===== src/logic/ooo_cfg_pkg.sv =====
// Core sizing for the dispatch stage
// Data and address widths, buffer depths, ROB tag and ROB operation class

package ooo_cfg_pkg;

    localparam int DATA_WIDTH     = 32;
    localparam int ADDR_WIDTH     = 32;
    localparam int REG_ADDR_WIDTH = 5;

    localparam int ROB_DEPTH     = 8;
    localparam int TAG_WIDTH     = 3;
    localparam int ROB_CNT_WIDTH = TAG_WIDTH + 1;

    localparam int RS_DEPTH     = 4;
    localparam int RS_IDX_WIDTH = $clog2(RS_DEPTH);

    localparam int IQ_DEPTH     = 4;
    localparam int IQ_PTR_WIDTH = $clog2(IQ_DEPTH);
    localparam int IQ_CNT_WIDTH = $clog2(IQ_DEPTH + 1);

    typedef logic [TAG_WIDTH-1:0] rob_tag_t;

    // Class of the instruction as seen at commit
    typedef enum logic [1:0] {
        ROB_OP_INT,
        ROB_OP_BR,
        ROB_OP_LD,
        ROB_OP_STR
    } rob_op_t;

endpackage


===== src/logic/rv_isa_pkg.sv =====
// RV32I major opcode encodings
// Register field positions inside an instruction word

package rv_isa_pkg;

    typedef logic [6:0] opcode_t;

    localparam opcode_t OPCODE_OPIMM  = 7'b0010011;
    localparam opcode_t OPCODE_LUI    = 7'b0110111;
    localparam opcode_t OPCODE_AUIPC  = 7'b0010111;
    localparam opcode_t OPCODE_OP     = 7'b0110011;
    localparam opcode_t OPCODE_JAL    = 7'b1101111;
    localparam opcode_t OPCODE_JALR   = 7'b1100111;
    localparam opcode_t OPCODE_BRANCH = 7'b1100011;
    localparam opcode_t OPCODE_LOAD   = 7'b0000011;
    localparam opcode_t OPCODE_STORE  = 7'b0100011;

    // Low bit of each register field
    localparam int RD_LSB  = 7;
    localparam int RS1_LSB = 15;
    localparam int RS2_LSB = 20;

endpackage

===== src/logic/ooo_dispatch_top.sv =====
// Dispatch subsystem top level
// Instruction queue, dispatch, reorder buffer and reservation station

`timescale 1ns/1ps

module ooo_dispatch_top import rv_isa_pkg::*, ooo_cfg_pkg::*; (
    input  logic                      clk,
    input  logic                      rst,
    input  logic                      push,
    input  logic [DATA_WIDTH-1:0]     insn_in,
    input  logic [ADDR_WIDTH-1:0]     iaddr_in,
    output logic                      insn_full,
    input  logic                      wb_en,
    input  rob_tag_t                  wb_tag,
    input  logic [DATA_WIDTH-1:0]     wb_data,
    output logic                      issue_valid,
    output logic [DATA_WIDTH-1:0]     issue_insn,
    output logic [ADDR_WIDTH-1:0]     issue_iaddr,
    output opcode_t                   issue_opcode,
    output rob_tag_t                  issue_dst_tag,
    output logic [DATA_WIDTH-1:0]     issue_src1,
    output logic [DATA_WIDTH-1:0]     issue_src2,
    output logic                      commit_valid,
    output rob_op_t                   commit_op,
    output logic [REG_ADDR_WIDTH-1:0] commit_rdest,
    output logic [DATA_WIDTH-1:0]     commit_data
);

    logic [DATA_WIDTH-1:0]     q_insn;
    logic [ADDR_WIDTH-1:0]     q_iaddr;
    logic                      q_empty;
    logic                      pop;
    logic                      rob_full;
    logic                      rs_full;
    logic                      rob_alloc;
    rob_op_t                   alloc_op;
    logic [REG_ADDR_WIDTH-1:0] alloc_rdest;
    rob_tag_t                  alloc_tag;
    logic [REG_ADDR_WIDTH-1:0] lookup_rs1;
    logic [REG_ADDR_WIDTH-1:0] lookup_rs2;
    rob_tag_t                  src1_tag;
    logic                      src1_rdy;
    logic [DATA_WIDTH-1:0]     src1_data;
    rob_tag_t                  src2_tag;
    logic                      src2_rdy;
    logic [DATA_WIDTH-1:0]     src2_data;
    logic                      rs_insert;
    logic [DATA_WIDTH-1:0]     ins_insn;
    logic [ADDR_WIDTH-1:0]     ins_iaddr;
    opcode_t                   ins_opcode;
    rob_tag_t                  ins_dst_tag;
    rob_tag_t                  ins1_tag;
    logic                      ins1_rdy;
    logic [DATA_WIDTH-1:0]     ins1_data;
    rob_tag_t                  ins2_tag;
    logic                      ins2_rdy;
    logic [DATA_WIDTH-1:0]     ins2_data;

    insn_queue u_queue (
        .clk, .rst, .push, .insn_in, .iaddr_in, .pop,
        .q_insn, .q_iaddr, .q_empty, .insn_full
    );

    dispatch u_dispatch (
        .q_insn, .q_iaddr, .q_empty, .pop, .rob_full, .rs_full,
        .rob_alloc, .alloc_op, .alloc_rdest, .alloc_tag,
        .lookup_rs1, .lookup_rs2,
        .src1_tag, .src1_rdy, .src1_data, .src2_tag, .src2_rdy, .src2_data,
        .rs_insert, .ins_insn, .ins_iaddr, .ins_opcode, .ins_dst_tag,
        .ins1_tag, .ins1_rdy, .ins1_data, .ins2_tag, .ins2_rdy, .ins2_data
    );

    reorder_buffer u_rob (
        .clk, .rst, .rob_alloc, .alloc_op, .alloc_rdest, .alloc_tag, .rob_full,
        .lookup_rs1, .lookup_rs2,
        .src1_tag, .src1_rdy, .src1_data, .src2_tag, .src2_rdy, .src2_data,
        .wb_en, .wb_tag, .wb_data,
        .commit_valid, .commit_op, .commit_rdest, .commit_data
    );

    reservation_station u_rs (
        .clk, .rst, .rs_insert, .ins_insn, .ins_iaddr, .ins_opcode, .ins_dst_tag,
        .ins1_tag, .ins1_rdy, .ins1_data, .ins2_tag, .ins2_rdy, .ins2_data,
        .rs_full, .wb_en, .wb_tag, .wb_data,
        .issue_valid, .issue_insn, .issue_iaddr, .issue_opcode, .issue_dst_tag,
        .issue_src1, .issue_src2
    );

endmodule


===== src/logic/reservation_station.sv =====
// Reservation station
// Entry storage with age stamps, writeback tag capture and oldest-ready issue

`timescale 1ns/1ps

module reservation_station import rv_isa_pkg::*, ooo_cfg_pkg::*; (
    input  logic                  clk,
    input  logic                  rst,
    input  logic                  rs_insert,
    input  logic [DATA_WIDTH-1:0] ins_insn,
    input  logic [ADDR_WIDTH-1:0] ins_iaddr,
    input  opcode_t               ins_opcode,
    input  rob_tag_t              ins_dst_tag,
    input  rob_tag_t              ins1_tag,
    input  logic                  ins1_rdy,
    input  logic [DATA_WIDTH-1:0] ins1_data,
    input  rob_tag_t              ins2_tag,
    input  logic                  ins2_rdy,
    input  logic [DATA_WIDTH-1:0] ins2_data,
    output logic                  rs_full,
    input  logic                  wb_en,
    input  rob_tag_t              wb_tag,
    input  logic [DATA_WIDTH-1:0] wb_data,
    output logic                  issue_valid,
    output logic [DATA_WIDTH-1:0] issue_insn,
    output logic [ADDR_WIDTH-1:0] issue_iaddr,
    output opcode_t               issue_opcode,
    output rob_tag_t              issue_dst_tag,
    output logic [DATA_WIDTH-1:0] issue_src1,
    output logic [DATA_WIDTH-1:0] issue_src2
);

    logic                    valid    [RS_DEPTH];
    logic [RS_IDX_WIDTH-1:0] e_age    [RS_DEPTH];
    logic [DATA_WIDTH-1:0]   e_insn   [RS_DEPTH];
    logic [ADDR_WIDTH-1:0]   e_iaddr  [RS_DEPTH];
    opcode_t                 e_opcode [RS_DEPTH];
    rob_tag_t                e_dst    [RS_DEPTH];
    rob_tag_t                e_tag    [RS_DEPTH][2];
    logic                    e_rdy    [RS_DEPTH][2];
    logic [DATA_WIDTH-1:0]   e_data   [RS_DEPTH][2];

    logic [RS_IDX_WIDTH:0]   occupancy;
    logic [RS_IDX_WIDTH:0]   ins_age;
    logic [RS_IDX_WIDTH-1:0] free_idx;
    logic [RS_IDX_WIDTH-1:0] issue_idx;
    logic [RS_IDX_WIDTH-1:0] issue_age;
    logic                    do_insert;

    // Lowest free slot, occupancy and the oldest entry with both sources ready
    always_comb begin
        occupancy   = '0;
        free_idx    = '0;
        issue_valid = 1'b0;
        issue_idx   = '0;
        issue_age   = '0;
        for (int i = RS_DEPTH - 1; i >= 0; i--) begin
            occupancy = occupancy + (RS_IDX_WIDTH+1)'(valid[i]);
            if (!valid[i]) begin
                free_idx = RS_IDX_WIDTH'(i);
            end
            if (valid[i] && e_rdy[i][0] && e_rdy[i][1] &&
                (!issue_valid || e_age[i] < issue_age)) begin
                issue_valid = 1'b1;
                issue_idx   = RS_IDX_WIDTH'(i);
                issue_age   = e_age[i];
            end
        end
    end

    assign rs_full   = (occupancy == (RS_IDX_WIDTH+1)'(RS_DEPTH));
    assign do_insert = rs_insert && !rs_full;
    // Newcomer ranks behind every entry that stays
    assign ins_age   = occupancy - (RS_IDX_WIDTH+1)'(issue_valid);

    assign issue_insn    = e_insn[issue_idx];
    assign issue_iaddr   = e_iaddr[issue_idx];
    assign issue_opcode  = e_opcode[issue_idx];
    assign issue_dst_tag = e_dst[issue_idx];
    assign issue_src1    = e_data[issue_idx][0];
    assign issue_src2    = e_data[issue_idx][1];

    always_ff @(posedge clk) begin
        if (rst) begin
            for (int i = 0; i < RS_DEPTH; i++) begin
                valid[i] <= 1'b0;
            end
        end else begin
            for (int i = 0; i < RS_DEPTH; i++) begin
                if (issue_valid && issue_idx == RS_IDX_WIDTH'(i)) begin
                    valid[i] <= 1'b0;
                end else if (valid[i] && issue_valid && e_age[i] > issue_age) begin
                    e_age[i] <= e_age[i] - 1'b1;
                end
                for (int s = 0; s < 2; s++) begin
                    if (valid[i] && !e_rdy[i][s] && wb_en && e_tag[i][s] == wb_tag) begin
                        e_rdy[i][s]  <= 1'b1;
                        e_data[i][s] <= wb_data;
                    end
                end
            end
            if (do_insert) begin
                valid[free_idx]     <= 1'b1;
                e_age[free_idx]     <= ins_age[RS_IDX_WIDTH-1:0];
                e_insn[free_idx]    <= ins_insn;
                e_iaddr[free_idx]   <= ins_iaddr;
                e_opcode[free_idx]  <= ins_opcode;
                e_dst[free_idx]     <= ins_dst_tag;
                e_tag[free_idx][0]  <= ins1_tag;
                e_rdy[free_idx][0]  <= ins1_rdy;
                e_data[free_idx][0] <= ins1_data;
                e_tag[free_idx][1]  <= ins2_tag;
                e_rdy[free_idx][1]  <= ins2_rdy;
                e_data[free_idx][1] <= ins2_data;
            end
        end
    end

endmodule


===== src/logic/reorder_buffer.sv =====
// Reorder buffer
// Tag allocation, register rename map, source lookup with writeback bypass,
// result writeback and in-order commit into the register file

`timescale 1ns/1ps

module reorder_buffer import ooo_cfg_pkg::*; (
    input  logic                      clk,
    input  logic                      rst,
    input  logic                      rob_alloc,
    input  rob_op_t                   alloc_op,
    input  logic [REG_ADDR_WIDTH-1:0] alloc_rdest,
    output rob_tag_t                  alloc_tag,
    output logic                      rob_full,
    input  logic [REG_ADDR_WIDTH-1:0] lookup_rs1,
    input  logic [REG_ADDR_WIDTH-1:0] lookup_rs2,
    output rob_tag_t                  src1_tag,
    output logic                      src1_rdy,
    output logic [DATA_WIDTH-1:0]     src1_data,
    output rob_tag_t                  src2_tag,
    output logic                      src2_rdy,
    output logic [DATA_WIDTH-1:0]     src2_data,
    input  logic                      wb_en,
    input  rob_tag_t                  wb_tag,
    input  logic [DATA_WIDTH-1:0]     wb_data,
    output logic                      commit_valid,
    output rob_op_t                   commit_op,
    output logic [REG_ADDR_WIDTH-1:0] commit_rdest,
    output logic [DATA_WIDTH-1:0]     commit_data
);

    localparam int NUM_REGS = 2 ** REG_ADDR_WIDTH;

    rob_op_t                   ent_op    [ROB_DEPTH];
    logic [REG_ADDR_WIDTH-1:0] ent_rdest [ROB_DEPTH];
    logic                      ent_done  [ROB_DEPTH];
    logic [DATA_WIDTH-1:0]     ent_data  [ROB_DEPTH];
    rob_tag_t                  head;
    rob_tag_t                  tail;
    logic [ROB_CNT_WIDTH-1:0]  count;

    logic                      map_valid [NUM_REGS];
    rob_tag_t                  map_tag   [NUM_REGS];
    logic [DATA_WIDTH-1:0]     regfile   [NUM_REGS];

    logic [REG_ADDR_WIDTH-1:0] lk_reg  [2];
    rob_tag_t                  lk_tag  [2];
    logic                      lk_rdy  [2];
    logic [DATA_WIDTH-1:0]     lk_data [2];
    logic                      do_alloc;

    assign alloc_tag = tail;
    assign rob_full  = (count == ROB_CNT_WIDTH'(ROB_DEPTH));
    assign do_alloc  = rob_alloc && !rob_full;

    assign commit_valid = (count != '0) && ent_done[head];
    assign commit_op    = ent_op[head];
    assign commit_rdest = ent_rdest[head];
    assign commit_data  = ent_data[head];

    assign lk_reg[0] = lookup_rs1;
    assign lk_reg[1] = lookup_rs2;

    // Register file, finished entry, same-cycle writeback, or wait on the tag
    always_comb begin
        for (int s = 0; s < 2; s++) begin
            lk_tag[s]  = map_tag[lk_reg[s]];
            lk_rdy[s]  = 1'b1;
            lk_data[s] = regfile[lk_reg[s]];
            if (lk_reg[s] != '0 && map_valid[lk_reg[s]]) begin
                if (ent_done[lk_tag[s]]) begin
                    lk_data[s] = ent_data[lk_tag[s]];
                end else if (wb_en && wb_tag == lk_tag[s]) begin
                    lk_data[s] = wb_data;
                end else begin
                    lk_rdy[s]  = 1'b0;
                    lk_data[s] = '0;
                end
            end
        end
    end

    assign src1_tag  = lk_tag[0];
    assign src1_rdy  = lk_rdy[0];
    assign src1_data = lk_data[0];
    assign src2_tag  = lk_tag[1];
    assign src2_rdy  = lk_rdy[1];
    assign src2_data = lk_data[1];

    always_ff @(posedge clk) begin
        if (rst) begin
            head  <= '0;
            tail  <= '0;
            count <= '0;
            for (int i = 0; i < ROB_DEPTH; i++) begin
                ent_done[i] <= 1'b0;
            end
            for (int r = 0; r < NUM_REGS; r++) begin
                map_valid[r] <= 1'b0;
                regfile[r]   <= '0;
            end
        end else begin
            if (wb_en) begin
                ent_done[wb_tag] <= 1'b1;
            end
            if (commit_valid) begin
                head <= head + 1'b1;
                if (commit_rdest != '0 && commit_op != ROB_OP_STR) begin
                    regfile[commit_rdest] <= commit_data;
                end
                if (map_valid[commit_rdest] && map_tag[commit_rdest] == head) begin
                    map_valid[commit_rdest] <= 1'b0;
                end
            end
            // Allocation comes last so a new producer keeps the map entry
            if (do_alloc) begin
                tail           <= tail + 1'b1;
                ent_done[tail] <= 1'b0;
                if (alloc_rdest != '0) begin
                    map_valid[alloc_rdest] <= 1'b1;
                    map_tag[alloc_rdest]   <= tail;
                end
            end
            count <= count + ROB_CNT_WIDTH'(do_alloc) - ROB_CNT_WIDTH'(commit_valid);
        end
    end

    always_ff @(posedge clk) begin
        if (do_alloc) begin
            ent_op[tail]    <= alloc_op;
            ent_rdest[tail] <= alloc_rdest;
        end
        if (wb_en) begin
            ent_data[wb_tag] <= wb_data;
        end
    end

endmodule


===== src/logic/dispatch.sv =====
// Dispatch stage
// Opcode decode and classification, ROB allocation, source rename lookup
// and reservation station insertion

`timescale 1ns/1ps

module dispatch import rv_isa_pkg::*, ooo_cfg_pkg::*; (
    input  logic [DATA_WIDTH-1:0]     q_insn,
    input  logic [ADDR_WIDTH-1:0]     q_iaddr,
    input  logic                      q_empty,
    output logic                      pop,
    input  logic                      rob_full,
    input  logic                      rs_full,
    output logic                      rob_alloc,
    output rob_op_t                   alloc_op,
    output logic [REG_ADDR_WIDTH-1:0] alloc_rdest,
    input  rob_tag_t                  alloc_tag,
    output logic [REG_ADDR_WIDTH-1:0] lookup_rs1,
    output logic [REG_ADDR_WIDTH-1:0] lookup_rs2,
    input  rob_tag_t                  src1_tag,
    input  logic                      src1_rdy,
    input  logic [DATA_WIDTH-1:0]     src1_data,
    input  rob_tag_t                  src2_tag,
    input  logic                      src2_rdy,
    input  logic [DATA_WIDTH-1:0]     src2_data,
    output logic                      rs_insert,
    output logic [DATA_WIDTH-1:0]     ins_insn,
    output logic [ADDR_WIDTH-1:0]     ins_iaddr,
    output opcode_t                   ins_opcode,
    output rob_tag_t                  ins_dst_tag,
    output rob_tag_t                  ins1_tag,
    output logic                      ins1_rdy,
    output logic [DATA_WIDTH-1:0]     ins1_data,
    output rob_tag_t                  ins2_tag,
    output logic                      ins2_rdy,
    output logic [DATA_WIDTH-1:0]     ins2_data
);

    opcode_t                   opcode;
    logic [REG_ADDR_WIDTH-1:0] rdest;
    logic                      keep_rd;
    logic                      use_rs1;
    logic                      use_rs2;
    logic                      enable;

    assign opcode     = q_insn[$bits(opcode_t)-1:0];
    assign rdest      = q_insn[RD_LSB +: REG_ADDR_WIDTH];
    assign lookup_rs1 = q_insn[RS1_LSB +: REG_ADDR_WIDTH];
    assign lookup_rs2 = q_insn[RS2_LSB +: REG_ADDR_WIDTH];

    // One enable for queue, ROB and reservation station
    assign enable    = !q_empty && !rob_full && !rs_full;
    assign pop       = enable;
    assign rob_alloc = enable;
    assign rs_insert = enable;

    // Class, destination use and source use per opcode
    always_comb begin
        ins_opcode = opcode;
        keep_rd    = 1'b1;
        use_rs1    = 1'b0;
        use_rs2    = 1'b0;
        alloc_op   = ROB_OP_INT;
        case (opcode)
            OPCODE_OPIMM:  use_rs1 = 1'b1;
            OPCODE_LUI,
            OPCODE_AUIPC:  ;
            OPCODE_OP: begin
                use_rs1 = 1'b1;
                use_rs2 = 1'b1;
            end
            OPCODE_JAL:    alloc_op = ROB_OP_BR;
            OPCODE_JALR: begin
                alloc_op = ROB_OP_BR;
                use_rs1  = 1'b1;
            end
            OPCODE_BRANCH: begin
                alloc_op = ROB_OP_BR;
                keep_rd  = 1'b0;
                use_rs1  = 1'b1;
                use_rs2  = 1'b1;
            end
            OPCODE_LOAD: begin
                alloc_op = ROB_OP_LD;
                use_rs1  = 1'b1;
            end
            OPCODE_STORE: begin
                alloc_op = ROB_OP_STR;
                keep_rd  = 1'b0;
                use_rs1  = 1'b1;
                use_rs2  = 1'b1;
            end
            default: begin
                // Unknown opcode goes down as an integer no-op
                ins_opcode = OPCODE_OPIMM;
                keep_rd    = 1'b0;
            end
        endcase
    end

    assign alloc_rdest = keep_rd ? rdest : '0;

    assign ins_insn    = q_insn;
    assign ins_iaddr   = q_iaddr;
    assign ins_dst_tag = alloc_tag;

    // Unused sources enter the station ready with zero data
    assign ins1_tag  = use_rs1 ? src1_tag : '0;
    assign ins1_rdy  = use_rs1 ? src1_rdy : 1'b1;
    assign ins1_data = use_rs1 ? src1_data : '0;
    assign ins2_tag  = use_rs2 ? src2_tag : '0;
    assign ins2_rdy  = use_rs2 ? src2_rdy : 1'b1;
    assign ins2_data = use_rs2 ? src2_data : '0;

endmodule


===== src/logic/insn_queue.sv =====
// Instruction queue
// Circular buffer of instruction word and fetch address with full and empty levels

`timescale 1ns/1ps

module insn_queue import ooo_cfg_pkg::*; (
    input  logic                  clk,
    input  logic                  rst,
    input  logic                  push,
    input  logic [DATA_WIDTH-1:0] insn_in,
    input  logic [ADDR_WIDTH-1:0] iaddr_in,
    input  logic                  pop,
    output logic [DATA_WIDTH-1:0] q_insn,
    output logic [ADDR_WIDTH-1:0] q_iaddr,
    output logic                  q_empty,
    output logic                  insn_full
);

    logic [DATA_WIDTH-1:0]   insn_mem  [IQ_DEPTH];
    logic [ADDR_WIDTH-1:0]   iaddr_mem [IQ_DEPTH];
    logic [IQ_PTR_WIDTH-1:0] wr_ptr;
    logic [IQ_PTR_WIDTH-1:0] rd_ptr;
    logic [IQ_CNT_WIDTH-1:0] count;
    logic                    do_push;
    logic                    do_pop;

    assign q_empty   = (count == '0);
    assign insn_full = (count == IQ_CNT_WIDTH'(IQ_DEPTH));
    assign do_push   = push && !insn_full;
    assign do_pop    = pop && !q_empty;

    // Head entry is visible without a read cycle
    assign q_insn  = insn_mem[rd_ptr];
    assign q_iaddr = iaddr_mem[rd_ptr];

    always_ff @(posedge clk) begin
        if (rst) begin
            wr_ptr <= '0;
            rd_ptr <= '0;
            count  <= '0;
        end else begin
            if (do_push) begin
                wr_ptr <= (wr_ptr == IQ_PTR_WIDTH'(IQ_DEPTH - 1)) ? '0 : wr_ptr + 1'b1;
            end
            if (do_pop) begin
                rd_ptr <= (rd_ptr == IQ_PTR_WIDTH'(IQ_DEPTH - 1)) ? '0 : rd_ptr + 1'b1;
            end
            count <= count + IQ_CNT_WIDTH'(do_push) - IQ_CNT_WIDTH'(do_pop);
        end
    end

    always_ff @(posedge clk) begin
        if (do_push) begin
            insn_mem[wr_ptr]  <= insn_in;
            iaddr_mem[wr_ptr] <= iaddr_in;
        end
    end

endmodule


===== config.mk =====
export PLATFORM = sky130hd
export DESIGN_NAME = ooo_dispatch_top
export DESIGN_NICKNAME = d
export VERILOG_FILES = /design/src/logic/ooo_cfg_pkg.sv /design/src/logic/rv_isa_pkg.sv /design/src/logic/ooo_dispatch_top.sv /design/src/logic/reservation_station.sv /design/src/logic/reorder_buffer.sv /design/src/logic/dispatch.sv /design/src/logic/insn_queue.sv
export SDC_FILE = /design/constraint.sdc
export NUM_CORES = 2
export LEC_CHECK = 0
export BUFFER_PORTS_ARGS = -buffer_cell sky130_fd_sc_hd__buf_2
export CAP_MARGIN = 15
export CORE_ASPECT_RATIO = 0.5
export CORE_MARGIN = 3
export CORE_UTILIZATION = 50
export CTS_BUF_LIST = sky130_fd_sc_hd__clkbuf_4 sky130_fd_sc_hd__clkbuf_8
export DETAILED_ROUTE_END_ITERATION = 12
export HOLD_SLACK_MARGIN = 0.1
export PLACE_DENSITY = 0.66
export SLEW_MARGIN = 30
export SYNTH_ARGS = -nofsm -noshare
export SYNTH_HDL_FRONTEND = slang
export SYNTH_SLANG_ARGS = --single-unit

===== constraint.sdc =====
create_clock -name clk -period 13.4 [get_ports clk]
set_input_delay 2.01 -clock clk [delete_from_list [all_inputs] [get_ports clk]]
set_output_delay 2.01 -clock clk [all_outputs]
set_load 0.02 [all_outputs]

Word-level counts from Yosys, hierarchy flattened --
Memories as Yosys holds them, arrays and structs flattened. A register that Yosys moved wholly into a read port is not among the register bits. Cells that the tools add are included. W data, S select, Z words.
Storage, ports and cells: flip-flop bits (word level) 17, RAM bits 2324, word-level logic and storage cells 327, input bits 103, output and inout bits 180, memories 18
Memory list:
- u_rob.regfile | words 32, width 32, rd ports 2, clocked after Yosys merged registers in 0, wr ports 32, RTL line reorder_buffer.sv:44 | logic [DATA_WIDTH-1:0] regfile [NUM_REGS];
- u_rob.ent_data | words 8, width 32, rd ports 3, clocked after Yosys merged registers in 1, wr ports 1, RTL line reorder_buffer.sv:37 | logic [DATA_WIDTH-1:0] ent_data [ROB_DEPTH];
- u_rs.e_data | words 4, width 64, rd ports 1, clocked after Yosys merged registers in 0, wr ports 5, RTL line reservation_station.sv:41 | logic [DATA_WIDTH-1:0] e_data [RS_DEPTH][2];
- u_queue.iaddr_mem | words 4, width 32, rd ports 1, clocked after Yosys merged registers in 1, wr ports 1, RTL line insn_queue.sv:20 | logic [ADDR_WIDTH-1:0] iaddr_mem [IQ_DEPTH];
- u_queue.insn_mem | words 4, width 32, rd ports 1, clocked after Yosys merged registers in 1, wr ports 1, RTL line insn_queue.sv:19 | logic [DATA_WIDTH-1:0] insn_mem [IQ_DEPTH];
- u_rs.e_iaddr | words 4, width 32, rd ports 1, clocked after Yosys merged registers in 0, wr ports 1, RTL line reservation_station.sv:36 | logic [ADDR_WIDTH-1:0] e_iaddr [RS_DEPTH];
- 12 more memories
Cells by class: order comparisons 7, reduce and logical (&&, ||, !) cells 95, $add $sub $neg 16, bitwise logic cells 4, equal/unequal tests 29, multiplexer cells 152
Operators with widths (count):
- $mux W32 | 9
- $mux W1 | 107
- $logic_and A1 B1 Y1 | 60
- $mux W2 | 18
- $mux W3 | 12
- $eq A3 B3 Y1 | 11
- $reduce_or A32 Y1 | 1
- $eq A7 B6 Y1 const B | 3
- $eq A7 B7 Y1 const B | 3
- $mux W5 | 4
- $reduce_bool A5 Y1 | 4
- $logic_not A1 Y1 | 15
- $eq A7 B5 Y1 const B | 2
- $add A3 B1 Y3 | 3
- $reduce_or A9 Y1 | 1
- $eq A2 B2 Y1 const B | 4
- $gt A2 B2 Y1 | 4
- $sub A2 B1 Y2 const B | 4
- $eq A7 B2 Y1 const B | 1
- $mux W7 | 1
- $reduce_or A7 Y1 | 1
- $add A3 B1 Y3 const B | 2
- $eq A3 B3 Y1 const B | 2
- $lt A2 B2 Y1 | 3
- other kinds (18) | 28

Logic depth before layout (Yosys ltp) --
An unclocked memory read counts as a cell.
depth in word-level cells 22, gate-level depth with buffers 23

By module --
Synthesis repeated with hierarchy kept, for this count alone.
Second synthesis, totals: cells, all modules 7592, area, all modules 112987.1 sq um
By module, submodules not included:
- reorder_buffer | instances 1, area each 77007.6 sq um, sequential area each 44062.3 sq um, cells an instance 5194
- reservation_station | instances 1, area each 24865.1 sq um, sequential area each 17777.0 sq um, cells an instance 1819
- insn_queue | instances 1, area each 9696.8 sq um, sequential area each 7867.5 sq um, cells an instance 384
- dispatch | instances 1, area each 1417.6 sq um, sequential area each 0.0 sq um, cells an instance 195

Least setup slack after synthesis --
No wires, ideal clock.
kind register to register, start point memory u_rs.valid[3], end point memory u_rs.e_data[2][24] (netlist name), data pin, arrival 6200 ps, library setup time 261 ps, path slack 6939 ps, cell stages (with the launch flop) 18, cells stage by stage dfxtp_1 -> inv_1 -> ha_1 -> fa_1 -> inv_1 -> ha_1 -> nor2b_1 -> a221oi_1 -> and2_0 -> clkbuf_1 -> nand2_1 -> nor3_1 -> nand2b_1 -> clkbuf_1 -> clkinv_1 -> clkbuf_1 -> a21boi_0 -> a221o_1
RTL lines:
- start: declaration | RTL line reservation_station.sv:33 | logic valid [RS_DEPTH];
- end: declaration | RTL line reservation_station.sv:41

==> run metrics <==
Initial Utilization approximately half; FF-to-FF End u_rs.e_data[3][30]; gr usage total 32.42%; Hold Fails Final Rpt 0; met1 Track Usage GR approximately 44%; GRT busiest layer met2; Max-slew headroom 25.53%; clock buffer depth 4; die extent in x approximately 680 um; met3 usage 10.29%; Worst-Margin Slew roughly 1.1 ns; Period minus WS final 9.013 ns; # placed instances roughly 11000; PortBufs about 280; Distinct cells, synth 90; Yosys Warn Count 0; number of setup buffers added after CTS 0; worst reg-to-reg path cell count 13; EDFF count, synth 2272; DR vias/cell 6.785; Peak Freq about 110 MHz; Post-CTS Resized 0; drt pass-1 iters 10; Mapped Area ~110000 um^2; routability cong. between 0.9 and 1; worst min-delay path category reg2reg; initial antenna violation count 31; Static Leak approximately 45 nW; first-pass GRT wire length between 500000 and 600000 um; clock transition at the registers of the reported paths around 0.080 ns; row count 123; Area Growth Syn to Fin 10.80%; # hold bufs at CTS 0; most common library cell in the layout ignoring fill and taps edfxtp_1; final wirelength between 300000 and 400000 um; Clk Tree Root Cell clkbuf_8; TritonCTS clock tree built; asr flop ratio synth 0%; Post-Syn Instances between 8000 and 9000; CORE AREA approximately 230000 um^2; worst hold start u_rob.map_valid[0]; status complete, no violations; pwr dens about 230 nW/um^2; Die Footprint ~230000 um^2; vias in the first global route approximately 76000; fillers 18000; Top FF cell, synth edfxtp_1; Clock Skew around 0.10 ns; # setup viols final 0; sequential fraction of the synthesis area about three fifths; Min-Delay Path Depth 1; post-synth top area cell edfxtp_1; die span in y ~340 um; maxcap violations 0; Yosys reg bits approximately 2300; Startpoint Class flip-flop; # DRC 0; Slew Viols, Final 0; RSZ-0062 raised after global routing no; fin nets approximately 8500; R2R Setup Slk between 5 and 6 ns; crit end category output pin; Initial DRC Count about 13000; pin count of the biggest net entering global routing 116; CP max FO 60; gr ovfl total 0; WL per Instance between 30 and 40 um; ranking of synthesized cells by area edfxtp_1 60%, mux4_2 13%, mux2i_1 5.0%, nor2_1 3.8%, nand2_1 3.0%; Vias between 70000 and 80000; setup tns final 0 ns; CTS buffer count ~350; I/O pin count between 200 and 300; CP required around 11 ns; Tcrit/Tclk final between 60% and 70%; layout cell share with drive strength beyond 1 24.06%; WHS 0.4563 ns; final HPWL from detailed placement roughly 240000 um; CTS sink cnt ~2300; clock latency at the later pin of the worst-skew pair 0.99 ns; average cell area after synthesis roughly 14 um^2; Critical Path AT 7.00 ns; top-area cell type share of the netlist area between 50% and 60%; H-tree depth 5; Final ANT Viol Nets 0; Setup CP Type reg2out; fin cells 11600; met2 Resource Use GR about half; commonest cells after routing, fill and taps aside 2272 x edfxtp_1, 1142 x nor2_1, 854 x nand2_1; hold worst-path end u_rob.map_valid[0]; worst vdd ir 0.2946 mV
==> power breakdown <==
group / switching [W] / total [W] / internal, W
sequential: 0.000238 / 0.00905 / 0.00882
clock: 0.00286 / 0.00575 / 0.00289
combinational: 0.00951 / 0.0145 / 0.00497
total: 0.0126 / 0.0293 / 0.0167
==> per-layer routing <==
| metal | vias up | wire length, um | share of wire (%) |
|---|---|---|---|
| met5 | - | 141 | 0.036 |
| met4 | 20 | 17460 | 4.5 |
| met3 | 972 | 56070 | 14 |
| met2 | 5950 | 172600 | 45 |
| met1 | 39780 | 140700 | 36 |
| li1 | 31960 | - | - |
==> logic make-up after synthesis <==
logic type	count (synthesis)	share of synthesized area (%)
buffers and inverters	809	2.947
xor gates and xnor gates	46	0.3528
DFF	2346	61.05
muxes	1307	18.87
AOI/OAI and AO/OA	1107	7.549
other	2	0.006577
and+or+nand+nor	2446	8.833
adders and majority gates	34	0.3923
==> worst max-delay path, stage by stage, from the launching register on <==
cell and delay [ns]:
dfxtp_1 0.46, and3_1 0.27, nand2_1 0.08, ha_1 0.30, a21oi_1 0.07, o21bai_1 0.31, nand3_1 0.12, o21ai_0 0.13
inv_1 0.08, ha_1 0.28, o21ai_0 0.09, nand2b_1 0.07, a21oi_1 0.37, mux2i_1 0.30, ha_1 0.27, o21ai_0 0.07
nand2b_1 0.13, a21oi_1 0.65, nor3_2 0.11, buf_4 0.43, buf_4 0.40, buf_16 0.23, a222oi_1 0.39, nand2_1 0.17
buf_2 0.19
==> Yosys cell counts (38+ instances only) <==
cell type	number
a211oi_1	120
a21boi_0	72
a21oi_1	90
a221o_1	99
a222oi_1	138
a31o_2	38
a31oi_1	39
a32o_1	88
buf_1	83
buf_2	126
clkbuf_1	481
dfxtp_1	74
edfxtp_1	2272
inv_1	74
mux2_2	60
mux2i_1	575
mux4_2	670
nand2_1	905
nand3_1	116
nor2_1	1156
nor2b_1	92
o21ai_0	190
o22ai_1	52
==> area by class of cell <==
type | count | area (um^2) | area share (%)
Sequential cell | 2346 | 69730 | 55.11
Multi-Input combinational cell | 4983 | 42380 | 33.50
Clock buffer | 466 | 5801 | 4.585
Tap cell | 3000 | 3754 | 2.967
Timing Repair Buffer | 559 | 3700 | 2.924
Clock inverter | 140 | 744.5 | 0.5884
Inverter | 84 | 367.9 | 0.2907
Antenna cell | 18 | 45.04 | 0.03560
==> sequential cells by signal (all words and copies together), names as in the netlist, named ones only <==
signal             count
u_rs.e_dst            12
u_rob.alloc_tag        3
u_queue.rd_ptr         2
u_queue.count          3
u_rob.head             3
u_rs.e_age             8
u_rob.map_tag         96
u_rob.ent_op          16
u_rs.e_opcode         28
u_queue.insn_mem     128
u_rob.map_valid       32
u_rob.ent_done         8
u_rob.ent_data       256
u_rs.valid             4
u_rob.count            4
u_rs.e_data          256
u_rs.e_iaddr         128
u_queue.iaddr_mem    128
u_queue.wr_ptr         2
u_rs.e_insn          128
u_rob.regfile       1024
u_rob.ent_rdest       40
u_rs.e_rdy             8
u_rs.e_tag            24
==> how the worst max path moves through the flow <==
stage                              from                  to  slack (ns)  cells after the start
after floorplan           u_rs.valid[3]  u_rs.e_data[2][24]        6.94                     17
after global placement    u_rs.valid[3]       issue_insn[1]        5.47                     23
after detailed placement  u_rs.valid[3]      issue_src1[28]        5.22                     23
after CTS                 u_rs.valid[3]      issue_src1[28]        4.19                     23
after global routing      u_rs.valid[3]     issue_iaddr[19]        3.93                     24
final                     u_rs.valid[3]       issue_insn[1]        4.39                     24
==> per-stage QoR <==
stage / total power (W) / utilization (%) / setup WS [ns] / instance area [um^2]
floorplan: 0.01814 / - / 6.939 / 114300
global placement: 0.02301 / 52.87 / 5.471 / 119400
detailed placement: 0.02319 / 52.99 / 5.225 / 119700
CTS: 0.02883 / 55.89 / 4.186 / 126300
global route: 0.03016 / 55.99 / 3.933 / 126500
finish: 0.02927 / 56.00 / 4.387 / 126500
No activity file was read; power rests on OpenSTA's default activity.
